$ cat config.mk
export PLATFORM = sky130hd
export DESIGN_NAME = uart_top
export DESIGN_NICKNAME = d
export VERILOG_FILES = /design/src/rtl/uart_pkg.sv /design/src/rtl/uart_ctrl_if.sv /design/src/rtl/uart_baud_gen.sv /design/src/rtl/uart_rx.sv /design/src/rtl/uart_rx_fifo.sv /design/src/rtl/uart_top.sv /design/src/rtl/uart_tx.sv /design/src/rtl/uart_wb_regs.sv
export SDC_FILE = /design/constraint.sdc
export NUM_CORES = 1
export LEC_CHECK = 0
export ABC_CLOCK_PERIOD_IN_PS = 2450
export BUFFER_PORTS_ARGS = -buffer_cell sky130_fd_sc_hd__buf_2
export CORE_ASPECT_RATIO = 1.5
export CORE_MARGIN = 2
export CORE_UTILIZATION = 50
export CTS_CLUSTER_SIZE = 14
export DETAILED_ROUTE_END_ITERATION = 7
export GPL_ROUTABILITY_DRIVEN = 0
export HOLD_SLACK_MARGIN = 0.06
export PLACE_DENSITY = 0.68
export SETUP_SLACK_MARGIN = 0.5
export SLEW_MARGIN = 20
export SYNTH_ARGS = -nofsm -noshare
export SYNTH_HDL_FRONTEND = slang
export SYNTH_SLANG_ARGS = --single-unit
$ cat constraint.sdc
create_clock -name clk -period 2.45 [get_ports clk]
set_input_delay 0.49 -clock clk [delete_from_list [all_inputs] [get_ports clk]]
set_output_delay 0.49 -clock clk [all_outputs]
set_load 0.01 [all_outputs]
$ cat src/rtl/uart_pkg.sv
`default_nettype none

package uart_pkg;

	////////////////////
	// Bus and register widths
	localparam int WB_DW = 16;
	localparam int WB_AW = 2;
	localparam int DIV_W = 16;

	// Tick every 4 clocks after reset, so one bit is 64 clocks
	localparam logic [DIV_W-1:0] DIV_RESET = 16'd3;

	////////////////////
	// Serial timing
	localparam int OVERSAMPLE = 16;
	localparam int TICK_W = $clog2(OVERSAMPLE);
	// Tick count at the mid-point of the start bit
	localparam int HALF_BIT = OVERSAMPLE / 2;

	// Receive buffer
	localparam int FIFO_DEPTH = 4;
	localparam int FIFO_AW = $clog2(FIFO_DEPTH);

	////////////////////
	// Register map, used as decoder opcodes
	typedef enum logic [WB_AW-1:0] {
		REG_DATA = 2'd0,
		REG_STATUS = 2'd1,
		REG_DIV = 2'd2
	} reg_addr_t;

	// Status word bit positions
	localparam int STAT_RX_READY = 0;
	localparam int STAT_TX_BUSY = 1;
	localparam int STAT_OVERRUN = 2;
	localparam int STAT_FRAME_ERR = 3;

	// State machines
	typedef enum logic [1:0] {RX_IDLE, RX_START, RX_DATA, RX_STOP} rx_state_t;
	typedef enum logic [1:0] {TX_IDLE, TX_START, TX_DATA, TX_STOP} tx_state_t;

endpackage

`default_nettype wire

$ cat src/rtl/uart_ctrl_if.sv
`default_nettype none

interface uart_ctrl_if;

	// From the register decoder
	logic [uart_pkg::DIV_W-1:0] div;
	byte tx_data;
	logic tx_start;
	logic rx_pop;

	// From the UART core
	logic tx_busy;
	byte rx_data;
	logic rx_empty;
	logic rx_overrun;
	logic rx_frame_err;

	modport decoder (
		output div, tx_data, tx_start, rx_pop,
		input tx_busy, rx_data, rx_empty, rx_overrun, rx_frame_err
	);

	modport core (
		input div, tx_data, tx_start, rx_pop,
		output tx_busy, rx_data, rx_empty, rx_overrun, rx_frame_err
	);

endinterface

`default_nettype wire

$ cat src/rtl/uart_baud_gen.sv
`default_nettype none

module uart_baud_gen (
	input logic clk,
	input logic rst_n,
	input logic [uart_pkg::DIV_W-1:0] div,
	output logic tick
);

	// Down-counter, one tick per div+1 clocks
	logic [uart_pkg::DIV_W-1:0] cnt;

	always_ff @(posedge clk)
	begin
		if (!rst_n)
		begin
			cnt <= uart_pkg::DIV_RESET;
			tick <= 1'b0;
		end
		else if (cnt == '0)
		begin
			// New divisor only picked up here
			cnt <= div;
			tick <= 1'b1;
		end
		else
		begin
			cnt <= cnt - 1'b1;
			tick <= 1'b0;
		end
	end

endmodule

`default_nettype wire

$ cat src/rtl/uart_rx.sv
`default_nettype none

module uart_rx (
	input logic clk,
	input logic rst_n,
	input logic rxd,
	input logic tick,
	output byte data,
	output logic push,
	output logic frame_err
);

	uart_pkg::rx_state_t state;

	// Line synchronizer, idles high
	logic rxd_meta;
	logic rxd_s;

	// Ticks within a bit, and data bit index
	logic [uart_pkg::TICK_W-1:0] tcnt;
	logic [2:0] bcnt;
	logic [7:0] shreg;

	logic mid_start;
	logic bit_end;

	assign mid_start = (tcnt == uart_pkg::TICK_W'(uart_pkg::HALF_BIT - 1));
	assign bit_end = (tcnt == uart_pkg::TICK_W'(uart_pkg::OVERSAMPLE - 1));
	assign data = shreg;

	always_ff @(posedge clk)
	begin
		if (!rst_n)
		begin
			rxd_meta <= 1'b1;
			rxd_s <= 1'b1;
		end
		else
		begin
			rxd_meta <= rxd;
			rxd_s <= rxd_meta;
		end
	end

	////////////////////
	// Receive state machine
	always_ff @(posedge clk)
	begin
		if (!rst_n)
		begin
			state <= uart_pkg::RX_IDLE;
			tcnt <= '0;
			bcnt <= '0;
			push <= 1'b0;
			frame_err <= 1'b0;
		end
		else
		begin
			// Pulses last one clock
			push <= 1'b0;
			frame_err <= 1'b0;
			case (state)
				uart_pkg::RX_IDLE:
				begin
					tcnt <= '0;
					bcnt <= '0;
					// Falling edge on the line
					if (!rxd_s)
						state <= uart_pkg::RX_START;
				end
				uart_pkg::RX_START:
				begin
					if (tick)
					begin
						tcnt <= tcnt + 1'b1;
						if (mid_start)
						begin
							tcnt <= '0;
							// Line back high means a glitch, not a start bit
							if (rxd_s)
								state <= uart_pkg::RX_IDLE;
							else
								state <= uart_pkg::RX_DATA;
						end
					end
				end
				uart_pkg::RX_DATA:
				begin
					if (tick)
					begin
						// Wraps to zero after the last tick of a bit
						tcnt <= tcnt + 1'b1;
						if (bit_end)
						begin
							bcnt <= bcnt + 1'b1;
							if (bcnt == 3'd7)
								state <= uart_pkg::RX_STOP;
						end
					end
				end
				uart_pkg::RX_STOP:
				begin
					if (tick)
					begin
						tcnt <= tcnt + 1'b1;
						if (bit_end)
						begin
							// Stop bit must be high to keep the byte
							push <= rxd_s;
							frame_err <= !rxd_s;
							state <= uart_pkg::RX_IDLE;
						end
					end
				end
				default:
					state <= uart_pkg::RX_IDLE;
			endcase
		end
	end

	// Data bits come in LSB first
	always_ff @(posedge clk)
	begin
		if (state == uart_pkg::RX_DATA && tick && bit_end)
			shreg <= {rxd_s, shreg[7:1]};
	end

endmodule

`default_nettype wire

$ cat src/rtl/uart_rx_fifo.sv
`default_nettype none

module uart_rx_fifo (
	input logic clk,
	input logic rst_n,
	input logic push,
	input logic pop,
	input byte wdata,
	output byte rdata,
	output logic empty,
	output logic overrun
);

	byte mem [uart_pkg::FIFO_DEPTH];

	logic [uart_pkg::FIFO_AW-1:0] wptr;
	logic [uart_pkg::FIFO_AW-1:0] rptr;
	// One bit wider than the pointers to tell full from empty
	logic [uart_pkg::FIFO_AW:0] count;

	logic full;
	logic do_push;
	logic do_pop;

	assign empty = (count == '0);
	assign full = (count == (uart_pkg::FIFO_AW + 1)'(uart_pkg::FIFO_DEPTH));
	assign do_pop = pop && !empty;
	// A pop on the same clock frees a slot
	assign do_push = push && (!full || do_pop);

	// Head word, no read latency
	assign rdata = mem[rptr];

	always_ff @(posedge clk)
	begin
		if (do_push)
			mem[wptr] <= wdata;
	end

	////////////////////
	// Pointers and fill level
	always_ff @(posedge clk)
	begin
		if (!rst_n)
		begin
			wptr <= '0;
			rptr <= '0;
			count <= '0;
			overrun <= 1'b0;
		end
		else
		begin
			if (do_push)
				wptr <= wptr + 1'b1;
			if (do_pop)
				rptr <= rptr + 1'b1;
			count <= count + do_push - do_pop;
			// New byte dropped, stored bytes kept
			overrun <= push && !do_push;
		end
	end

endmodule

`default_nettype wire

$ cat src/rtl/uart_top.sv
`default_nettype none

module uart_top (
	input logic clk,
	input logic rst_n,
	input logic wb_cyc,
	input logic wb_stb,
	input logic wb_we,
	input logic [uart_pkg::WB_AW-1:0] wb_adr,
	input logic [uart_pkg::WB_DW-1:0] wb_dat_i,
	output logic [uart_pkg::WB_DW-1:0] wb_dat_o,
	output logic wb_ack,
	input logic rxd,
	output logic txd
);

	uart_ctrl_if ctrl ();

	// Oversample tick shared by both directions
	logic tick;
	// Receiver to FIFO
	byte rx_byte;
	logic rx_push;

	////////////////////
	// Bus side
	uart_wb_regs u_regs (
		.clk(clk),
		.rst_n(rst_n),
		.wb_cyc(wb_cyc),
		.wb_stb(wb_stb),
		.wb_we(wb_we),
		.wb_adr(wb_adr),
		.wb_dat_i(wb_dat_i),
		.wb_dat_o(wb_dat_o),
		.wb_ack(wb_ack),
		.ctrl(ctrl.decoder)
	);

	////////////////////
	// Serial core
	uart_baud_gen u_baud (
		.clk(clk),
		.rst_n(rst_n),
		.div(ctrl.div),
		.tick(tick)
	);

	uart_tx u_tx (
		.clk(clk),
		.rst_n(rst_n),
		.tick(tick),
		.start(ctrl.tx_start),
		.data(ctrl.tx_data),
		.txd(txd),
		.busy(ctrl.tx_busy)
	);

	uart_rx u_rx (
		.clk(clk),
		.rst_n(rst_n),
		.rxd(rxd),
		.tick(tick),
		.data(rx_byte),
		.push(rx_push),
		.frame_err(ctrl.rx_frame_err)
	);

	// Received bytes wait here for the bus
	uart_rx_fifo u_fifo (
		.clk(clk),
		.rst_n(rst_n),
		.push(rx_push),
		.pop(ctrl.rx_pop),
		.wdata(rx_byte),
		.rdata(ctrl.rx_data),
		.empty(ctrl.rx_empty),
		.overrun(ctrl.rx_overrun)
	);

endmodule

`default_nettype wire

$ cat src/rtl/uart_tx.sv
`default_nettype none

module uart_tx (
	input logic clk,
	input logic rst_n,
	input logic tick,
	input logic start,
	input byte data,
	output logic txd,
	output logic busy
);

	uart_pkg::tx_state_t state;

	// Byte accepted, waiting for the next tick to open the start bit
	logic pend;
	logic load;
	logic bit_end;

	logic [uart_pkg::TICK_W-1:0] tcnt;
	logic [2:0] bcnt;
	logic [7:0] shreg;

	assign load = start && !pend && (state == uart_pkg::TX_IDLE);
	assign bit_end = (tcnt == uart_pkg::TICK_W'(uart_pkg::OVERSAMPLE - 1));
	assign busy = pend || (state != uart_pkg::TX_IDLE);

	////////////////////
	// Transmit state machine
	always_ff @(posedge clk)
	begin
		if (!rst_n)
		begin
			state <= uart_pkg::TX_IDLE;
			pend <= 1'b0;
			tcnt <= '0;
			bcnt <= '0;
			txd <= 1'b1;
		end
		else
		begin
			case (state)
				uart_pkg::TX_IDLE:
				begin
					txd <= 1'b1;
					if (load)
						pend <= 1'b1;
					else if (pend && tick)
					begin
						// Start bit goes out on this tick
						pend <= 1'b0;
						tcnt <= '0;
						txd <= 1'b0;
						state <= uart_pkg::TX_START;
					end
				end
				uart_pkg::TX_START:
				begin
					if (tick)
					begin
						tcnt <= tcnt + 1'b1;
						if (bit_end)
						begin
							bcnt <= '0;
							txd <= shreg[0];
							state <= uart_pkg::TX_DATA;
						end
					end
				end
				uart_pkg::TX_DATA:
				begin
					if (tick)
					begin
						tcnt <= tcnt + 1'b1;
						if (bit_end)
						begin
							bcnt <= bcnt + 1'b1;
							// Next bit is shreg[1] since shreg shifts on this edge
							txd <= (bcnt == 3'd7) ? 1'b1 : shreg[1];
							if (bcnt == 3'd7)
								state <= uart_pkg::TX_STOP;
						end
					end
				end
				uart_pkg::TX_STOP:
				begin
					if (tick)
					begin
						tcnt <= tcnt + 1'b1;
						if (bit_end)
							state <= uart_pkg::TX_IDLE;
					end
				end
				default:
					state <= uart_pkg::TX_IDLE;
			endcase
		end
	end

	// Byte shifts right, LSB on the line
	always_ff @(posedge clk)
	begin
		if (load)
			shreg <= data;
		else if (state == uart_pkg::TX_DATA && tick && bit_end)
			shreg <= shreg >> 1;
	end

endmodule

`default_nettype wire

$ cat src/rtl/uart_wb_regs.sv
`default_nettype none

module uart_wb_regs (
	input logic clk,
	input logic rst_n,
	input logic wb_cyc,
	input logic wb_stb,
	input logic wb_we,
	input logic [uart_pkg::WB_AW-1:0] wb_adr,
	input logic [uart_pkg::WB_DW-1:0] wb_dat_i,
	output logic [uart_pkg::WB_DW-1:0] wb_dat_o,
	output logic wb_ack,
	uart_ctrl_if.decoder ctrl
);

	uart_pkg::reg_addr_t addr;

	// New request, not yet acknowledged
	logic req;
	logic wr;
	logic rd;

	// Sticky error bits
	logic overrun_q;
	logic frame_err_q;

	logic [uart_pkg::WB_DW-1:0] status;

	assign addr = uart_pkg::reg_addr_t'(wb_adr);
	assign req = wb_cyc && wb_stb && !wb_ack;
	assign wr = req && wb_we;
	assign rd = req && !wb_we;

	always_comb
	begin
		status = '0;
		status[uart_pkg::STAT_RX_READY] = !ctrl.rx_empty;
		status[uart_pkg::STAT_TX_BUSY] = ctrl.tx_busy;
		status[uart_pkg::STAT_OVERRUN] = overrun_q;
		status[uart_pkg::STAT_FRAME_ERR] = frame_err_q;
	end

	////////////////////
	// Ack, control pulses and register state
	always_ff @(posedge clk)
	begin
		if (!rst_n)
		begin
			wb_ack <= 1'b0;
			ctrl.tx_start <= 1'b0;
			ctrl.rx_pop <= 1'b0;
			ctrl.div <= uart_pkg::DIV_RESET;
			overrun_q <= 1'b0;
			frame_err_q <= 1'b0;
		end
		else
		begin
			// All pulses line up with ack
			wb_ack <= req;
			ctrl.tx_start <= wr && (addr == uart_pkg::REG_DATA) && !ctrl.tx_busy;
			ctrl.rx_pop <= rd && (addr == uart_pkg::REG_DATA) && !ctrl.rx_empty;
			if (wr && addr == uart_pkg::REG_DIV)
				ctrl.div <= wb_dat_i;
			// Read clears, a new event in the same clock wins
			if (rd && addr == uart_pkg::REG_STATUS)
			begin
				overrun_q <= 1'b0;
				frame_err_q <= 1'b0;
			end
			if (ctrl.rx_overrun)
				overrun_q <= 1'b1;
			if (ctrl.rx_frame_err)
				frame_err_q <= 1'b1;
		end
	end

	// Transmit byte, taken from the low half of the bus
	always_ff @(posedge clk)
	begin
		if (wr && addr == uart_pkg::REG_DATA && !ctrl.tx_busy)
			ctrl.tx_data <= wb_dat_i[7:0];
	end

	// Read data, zero outside the ack cycle
	always_ff @(posedge clk)
	begin
		wb_dat_o <= '0;
		if (rd)
		begin
			case (addr)
				uart_pkg::REG_DATA:
					// Empty FIFO reads as zero
					wb_dat_o <= ctrl.rx_empty ? '0 : {8'h00, ctrl.rx_data};
				uart_pkg::REG_STATUS:
					wb_dat_o <= status;
				uart_pkg::REG_DIV:
					wb_dat_o <= ctrl.div;
				default:
					wb_dat_o <= '0;
			endcase
		end
	end

endmodule

`default_nettype wire

==> reports/qor.csv, run 1 <==
metric;value;unit
CP startpoint;u_fifo.count[1];
PD cells;867;mW/mm2
Combinational Power Share;11.6;%
Clock Latency Late Sink;0.42;ns
Peak supply drop;0.566;mV
vias;3806;
reg2reg setup slack;0.41;ns
post-synthesis sequential area ratio;58.7;%
hold worst-path end;u_rx.rxd_meta;
Initial Utilization;51.1;%
hold path cells;2;
CP Class;register to register;
worst slew pin tran;0.644;ns
final setup margin;0.407;ns
Worst Hold Class;primary input to register;
Starting DRT DRC Count;181;
status;finished clean;
Critical Path Start Type;register;
Reg2Reg Depth;9;
leading area contributor after synthesis;dfxtp_1;
crit path time final;2.04;ns
floorplan row count;48;
Lkg Pwr;2.56;nW
Rel. slew slack;57.0;%
vias in the first global route;3920;
Top FF cell, synth;dfxtp_1;
layout cells sized above 1;21.4;%
critical path's top delay family;adder cells;
largest net degree at the start of global routing;35;
share of the synthesized area in the top cell type;30.0;%
Fmax;489;MHz
Setup TNS Final;0;ns
cts bufs inserted;17;
HPWL after DPL;8030;um
first-pass GRT wire length;19000;um
Worst path slowest cell;dfxtp_4;
clock root buffer master;clkbuf_16;
Placed Cells incl. Taps;666;
most frequent cell after synthesis;dfxtp_1;
Max Slew Vio Count;0;
Synth Area per Inst;12.0;um2
Clock Path Buffers;2;
all-layer global routing usage;19.8;%
syn nets;534;
clk sink count;144;
die outline area;0.0126;mm2
Post-Synthesis Cell Area;0.00587;mm2
crit path capture type;register;
# setup viols final;0;
final std cells w/o fill;702;
Filler Cell Count;940;
Routed WL;11500;um
hold_ws;0.256;ns
Commonest cells post-synth;dfxtp_1 (88), edfxtp_1 (56), nor2_1 (56);
Die X;92.4;um
async set-reset flop share out of synthesis;0;%
Worst-path clk slew;0.06;ns
R2R Path Start;u_fifo.count[1];
CTS tree;yes;
DRC;0;
Synth area leaders;dfxtp_1 (30%), edfxtp_1 (29%), mux2i_1 (4.1%);
ANT cells;0;
CP max FO;4;
Fin. Hold Viols;0;
initial antenna violation count;0;
slowest stage delay, CP;0.36;ns
wire length per cell;16.4;um
critical path required time;2.75;ns
Initial DRT Pass Iterations;4;
worst r2r dst;u_fifo.count[2];
grt total ovfl;0;
nets@finish;583;
area grow syn2layout;17.4;%
CTS H-tree depth;4;
Hold Startpoint;rxd;
Switching Fraction;25.1;%
Die Ht;137;um
cell count after synthesis;490;
DP Worst Slack;0.376;ns
post-route ant nets;0;
Netlist cell types;63;
Yosys Warn Count;0;
Vias/cell;5.42;
Reg power frac;45.3;%
RSZ-0062 raised after global routing;true;
Int Power;0.00447;W
part of the power in the clock network;43.1;%
I/O pin total;42;
EDFF count, synth;56;
Worst EP arrival;2.34;ns
CP Cell Sequence;o31a_1, ha_1, inv_1, ha_1, inv_1, fa_2, xor2_2, xnor2_1, nor2_1;
clk_skew;0.0126;ns
core area;0.0115;mm2
I/O Buffers;41;
max_cap viols;0;
period utilisation layout;83.4;%
Synth Register Bits;144;
Switch Pwr;0.00150;W
worst path bufs/invs;2;
## state kept, by name (all words and copies together) (netlist names), 3 cells and up, named ones only
register,count
u_baud.cnt,16
u_fifo.count,3
u_fifo.mem,32
u_regs.ctrl.div,16
u_regs.ctrl.tx_data,8
u_regs.wb_dat_o,16
u_rx.bcnt,3
u_rx.data,8
u_rx.tcnt,4
u_tx.bcnt,3
u_tx.shreg,8
u_tx.tcnt,4
## cells by family after synthesis
family | Yosys count | synth area share [%]
simple gates | 161 | 14.9
flops | 144 | 58.7
xor+xnor | 18 | 2.69
fa+ha+maj | 20 | 4.39
buf+inv | 36 | 2.71
mux | 39 | 8.51
compound gates | 72 | 8.15
## cell type report
class	count	area, um2	area share [%]
tap	150	188	2.72
sequential	144	3450	50.1
inverter	14	52.6	0.763
timing repair buffer	52	300	4.36
multi-input combinational	310	2300	33.4
clock buffer	18	429	6.23
clock inverter	14	165	2.40
## timing repair
| item | 4_1_cts | 5_1_grt |
|---|---|---|
| gates resized for setup | 3 | 5 |
| setup buffers | 3 | 1 |
| pin swaps | 3 | 1 |
| endpoints found under the setup margin | 1 | 27 |
| hold buffers | 0 | 0 |
| cloned | 0 | 0 |
## metal layers
layer	vias to the layer above	GRT usage, %	share of wire [%]
met5	-	0	0
met4	0	10.9	3.2
met3	23	5.34	4.0
met2	90	34.8	53
met1	1829	21.7	40
li1	1864	-	-
## power groups by stage
stage / Sequential, W / Clock, W / Combinational, W
detailed placement: 0.00275 / 0 / 0.000660
finish: 0.00271 / 0.00258 / 0.000691
global route: 0.00272 / 0.00273 / 0.000766
global placement: 0.00274 / 0 / 0.000652
floorplan: 0.00272 / 0 / 0.000527
CTS: 0.00270 / 0.00263 / 0.000667
## placed cells by master (no fill, tap or decap), types with 4 or more instances in the layout
cell / synthesis / layout
a211oi_1: 5 / 5
a21oi_1: 19 / 19
a22oi_1: 7 / 7
and2_1: 18 / 18
buf_2: 4 / 41
buf_4: 1 / 10
clkbuf_16: 0 / 17
clkinv_2: 0 / 4
dfxtp_1: 88 / 85
edfxtp_1: 56 / 56
ha_1: 19 / 18
inv_1: 13 / 13
mux2_2: 7 / 7
mux2i_1: 24 / 24
mux4_2: 8 / 8
nand2_1: 28 / 27
nand2b_1: 6 / 6
nand3_1: 6 / 6
nand4_1: 4 / 4
nand4b_1: 4 / 4
nor2_1: 56 / 56
nor2b_1: 6 / 6
nor3_1: 8 / 8
o21ai_0: 17 / 17
xnor2_1: 8 / 8
xor2_1: 10 / 9
## worst max-delay path by stage
stage	slack (ns)	endpoint	cells after the start
2_1_floorplan	0.50	u_fifo.count[2]	9
3_3_place_gp	0.47	u_fifo.count[2]	9
3_5_place_dp	0.38	u_fifo.count[2]	9
4_1_cts	0.41	u_fifo.count[2]	9
5_1_grt	0.34	u_fifo.count[2]	9
6_report	0.41	u_fifo.count[2]	9
## stage by stage
stage               total power [W]  util, %  area, um2
floorplan                   0.00324        -       5880
global placement            0.00340     54.3       6230
detailed placement          0.00341     54.3       6230
CTS                         0.00599     59.8       6860
global route                0.00621     60.0       6890
finish                      0.00597     60.0       6890
(Power assumes the default switching activity.)
==> inputs of run 2 (changes only) <==
ABC_CLOCK_PERIOD_IN_PS = 2150   (was 2450)
clock period = 2.15 ns   (was 2.45 ns; I/O delays follow)
==> run 2 against run 1 <==
Net effect: critical path type unchanged; clock skew down 0.0060 ns; fmax down 1.0%; combinational power up 42%; flip-flop and latch count unchanged; core utilization up 2.6 points; non-clock buffer count up 12; largest power group unchanged; via count up 2.8%.
==> reports/qor.csv, run 2 (same netlist as run 1, synthesis figures left out) <==
metric;value;unit
CTS H-tree depth;4;
post-route ant nets;0;
all-layer global routing usage;20.1;%
Initial DRT Pass Iterations;5;
floorplan row count;48;
Filler Cell Count;895;
Switch Pwr;0.00187;W
Lkg Pwr;2.62;nW
critical path required time;2.43;ns
wire length per cell;17.3;um
met3 GRT Util;5.95;%
clock root buffer master;clkbuf_16;
I/O Buffers;41;
max_cap viols;0;
Reg power frac;44.8;%
met2 Track Usage GR;37.5;%
Critical Path Start Type;register;
Worst Hold Class;primary input to register;
Clock Path Buffers;2;
Worst-path clk slew;0.06;ns
Vias/cell;5.48;
ANT cells;0;
DP Worst Slack;0.0693;ns
Peak supply drop;0.544;mV
CP Class;register to register;
worst slew pin tran;0.510;ns
M1 GR Usage;21.0;%
area grow syn2layout;22.5;%
Routed WL;12300;um
vias;3911;
Most Crowded Layer GR;met2;
Combinational Power Share;14.0;%
DP Area;0.00625;mm2
cts bufs inserted;17;
hold_buf cts;0;
Die Ht;137;um
grt total ovfl;0;
final setup margin;0.0854;ns
fin area;0.00719;mm2
Clock Latency Late Sink;0.42;ns
most flop-heavy register;u_fifo.mem;
PD cells;972;mW/mm2
clk_skew;0.00661;ns
nets@finish;595;
Setup TNS Final;0;ns
core area;0.0115;mm2
Fin. Hold Viols;0;
status;finished clean;
Int Power;0.00511;W
largest net degree at the start of global routing;40;
Initial Utilization;51.1;%
HPWL after DPL;8120;um
most frequent cells in the layout;dfxtp_1 (77), edfxtp_1 (56), nor2_1 (55), buf_2 (42), nand2_1 (26);
clk sink count;144;
first-pass GRT wire length;19100;um
CTS tree;yes;
# setup viols final;0;
initial antenna violation count;0;
Worst EP arrival;2.35;ns
layout cells sized above 1;29.3;%
die outline area;0.0126;mm2
Max Slew Vio Count;0;
Core Util, Final;62.6;%
vias in the first global route;3867;
leading cell type in the layout, fill and taps excluded;dfxtp_1;
Placed Cells incl. Taps;669;
Largest register FFs;32;
I/O pin total;42;
DRC;0;
period utilisation layout;96.0;%
crit path capture type;register;
part of the power in the clock network;41.2;%
Starting DRT DRC Count;222;
final std cells w/o fill;714;
Switching Fraction;26.8;%
RSZ-0062 raised after global routing;true;
crit path time final;2.06;ns
Die X;92.4;um
Rel. slew slack;65.9;%
Fmax;484;MHz
CP max FO;2;
[run 2: changes by cell type in the layout (fill, tap and decap cells not counted), moves of 4 or more]
cell	delta
and2_1	-5
buf_4	+9
clkinv_2	-4
dfxtp_1	-8
dfxtp_4	+5
ha_1	-6
ha_4	+6
inv_1	-5
o21ai_0	-5
[run 2: power groups by stage]
stage / clock [W] / sequential, W / combinational [W]
2_1_floorplan: 0 / 0.00310 / 0.000606
3_3_place_gp: 0 / 0.00313 / 0.000739
3_5_place_dp: 0 / 0.00314 / 0.000748
4_1_cts: 0.00293 / 0.00309 / 0.000782
5_1_grt: 0.00306 / 0.00314 / 0.00108
6_report: 0.00288 / 0.00313 / 0.000978
[run 2: area by class of cell]
cell class | instances | area (um2) | share of cell area [%]
inverter | 14 | 57.6 | 0.801
timing repair buffer | 64 | 404 | 5.62
sequential | 144 | 3470 | 48.3
clock inverter | 15 | 161 | 2.25
tap | 150 | 188 | 2.61
multi-input combinational | 310 | 2480 | 34.5
clock buffer | 17 | 425 | 5.92
[run 2: final timing paths]
check                   from              end  slack (ns)  depth (start not counted)
max reg2reg  u_fifo.count[1]  u_fifo.count[2]        0.09                          9
max          u_fifo.count[1]  u_fifo.count[2]        0.09                          9
min                      rxd    u_rx.rxd_meta        0.19                          2
min reg2reg    u_rx.rxd_meta       u_rx.rxd_s        0.42                          1
[run 2: critical path, cell delays in order (launching register included)]
cell and delay, ns:
dfxtp_4 0.34, o31a_1 0.32, ha_1 0.28, inv_1 0.06, ha_2 0.17, inv_2 0.04, fa_2 0.34, xor2_2 0.16
xnor2_1 0.16, nor2_1 0.06
[run 2: stage by stage]
step           hold slack (ns)  power (W)
6_report                 0.189    0.00699
5_1_grt                  0.188    0.00728
4_1_cts                  0.177    0.00680
3_5_place_dp             0.398    0.00388
3_3_place_gp             0.405    0.00387
2_1_floorplan            0.386    0.00370
[run 2: layer usage]
metal | vias up | wire length [um]
met4 | 0 | 278
met3 | 23 | 447
met2 | 80 | 6950
met5 | - | 0
li1 | 1897 | -
met1 | 1911 | 4660
[run 2: repair_timing]
item                       CTS  global route
setup endpoints to repair   74            79
buffers inserted             4             7
gates cloned                 0             2
pin swaps                    5             8
resized for setup           19            50
==> inputs of run 3 (changes only) <==
SETUP_SLACK_MARGIN = 0.05   (was 0.5)
==> run 3 against run 2 <==
Net effect: combinational power is 21% lower; critical path depth did not move; power fell by 4.4%; register-to-register slack improved by 0.04 ns; sequential power is 2% lower; count of clock-buffer cells in the layout is 4 higher; sequential share of layout area increased by 1.9 points; clock power down 2%; worst setup slack better by 0.042 ns; core utilization shrank 2.9 points; final cell count down 1.3%; wire length down 5.4%; critical path type unchanged.
==> reports/qor.csv, run 3 (same netlist as run 1, synthesis figures left out) <==
metric;value;unit
max_cap viols;0;
final std cells w/o fill;705;
crit path time final;2.02;ns
vias in the first global route;3812;
clock root buffer master;clkbuf_16;
Critical Path Start Type;register;
core area;0.0115;mm2
clk sink count;144;
layout cells sized above 1;20.5;%
Reg2Reg Depth;9;
vias;3850;
Max Slew Vio Count;0;
CP max FO;4;
worst path bufs/invs;2;
total power;0.00668;W
Peak supply drop;0.586;mV
Worst path slowest cell;fa_2;
I/O Buffers;41;
most frequent cells in the layout;dfxtp_1 (87), nor2_1 (56), edfxtp_1 (56), buf_2 (41), nand2_1 (27);
Core Util, Final;59.8;%
critical path's top delay family;adder cells;
CTS tree;yes;
# setup viols final;0;
Vias/cell;5.46;
cts bufs inserted;17;
Initial Utilization;51.1;%
I/O pin total;42;
wire length per cell;16.5;um
Lkg Pwr;2.55;nW
crit path capture type;register;
status;finished clean;
DRC;0;
nets@finish;586;
RSZ-0062 raised after global routing;true;
clk_skew;0.0117;ns
Setup TNS Final;0;ns
initial antenna violation count;1;
Die Ht;137;um
ANT cells;0;
critical path required time;2.44;ns
Die X;92.4;um
area grow syn2layout;16.9;%
first-pass GRT wire length;18800;um
post-route ant nets;0;
hold path cells;2;
Worst EP arrival;2.32;ns
Clock Latency Late Sink;0.41;ns
all-layer global routing usage;19.5;%
grt total ovfl;0;
period utilisation layout;94.1;%
die outline area;0.0126;mm2
reg2reg setup slack;0.13;ns
Worst Hold Class;primary input to register;
Fmax;495;MHz
Initial DRT Pass Iterations;5;
Largest register FFs;32;
Hold Startpoint;rxd;
hold worst-path end;u_rx.rxd_meta;
Worst-path clk slew;0.06;ns
leading cell type in the layout, fill and taps excluded;dfxtp_1;
worst r2r dst;u_fifo.count[2];
worst slew pin tran;0.544;ns
floorplan row count;48;
largest net degree at the start of global routing;23;
Starting DRT DRC Count;175;
slowest stage delay, CP;0.36;ns
Placed Cells incl. Taps;672;
PD cells;974;mW/mm2
most flop-heavy register;u_fifo.mem;
Routed WL;11700;um
hold_buf cts;0;
R2R Path Start;u_fifo.count[0];
CP Class;register to register;
Clock Path Buffers;2;
Fin. Hold Viols;0;
Rel. slew slack;63.5;%
HPWL after DPL;8120;um
CP Cell Sequence;o31a_1, ha_1, inv_1, ha_1, inv_1, fa_2, xor2_2, xnor2_1, nor2_1;
CTS H-tree depth;4;
run 3: timing repair:
action                                  in CTS  in global routing
endpoints found under the setup margin       1                  9
gates cloned                                 0                  0
buffers inserted                             1                  0
pin swaps                                    1                  3
gates resized for setup                      0                  4
run 3: per-layer routing:
layer,GRT usage (%),up-vias,wire length (um)
li1,-,1865,-
met2,34.6,103,6220
met3,5.89,17,553
met4,8.21,0,248
met1,21.6,1865,4640
met5,0,-,0
run 3: power by group:
part	switching [W]	internal (W)	total, W
logic	0.000432	0.000339	0.000771
clock network	0.00110	0.00173	0.00282
registers	0.000149	0.00293	0.00308
run 3: how the worst max path moves through the flow:
stage / slack [ns] / cells after the start / endpoint / start
floorplan: 0.14 / 9 / u_fifo.count[2] / u_fifo.count[1]
global placement: 0.11 / 9 / u_fifo.count[2] / u_fifo.count[2]
detailed placement: 0.03 / 9 / u_fifo.count[2] / u_fifo.count[2]
CTS: 0.05 / 9 / u_fifo.count[2] / u_fifo.count[2]
finish: 0.13 / 9 / u_fifo.count[2] / u_fifo.count[0]
global route: 0.04 / 9 / u_fifo.count[2] / u_fifo.count[0]
run 3: layout make-up:
type | count | area, um2
Clock buffer | 21 | 450
Clock inverter | 11 | 115
Fill cell | 919 | 4610
Inverter | 14 | 52.6
Multi-Input combinational cell | 310 | 2280
Sequential cell | 144 | 3440
Tap cell | 150 | 188
Timing Repair Buffer | 55 | 323
run 3: per-stage QoR:
stage | setup slack (ns) | instance area, um2 | hold WS (ns)
2_1_floorplan | 0.136 | 5870 | 0.386
3_3_place_gp | 0.107 | 6270 | 0.390
3_5_place_dp | 0.0314 | 6270 | 0.393
4_1_cts | 0.0508 | 6840 | 0.181
5_1_grt | 0.0364 | 6860 | 0.199
6_report | 0.128 | 6860 | 0.195
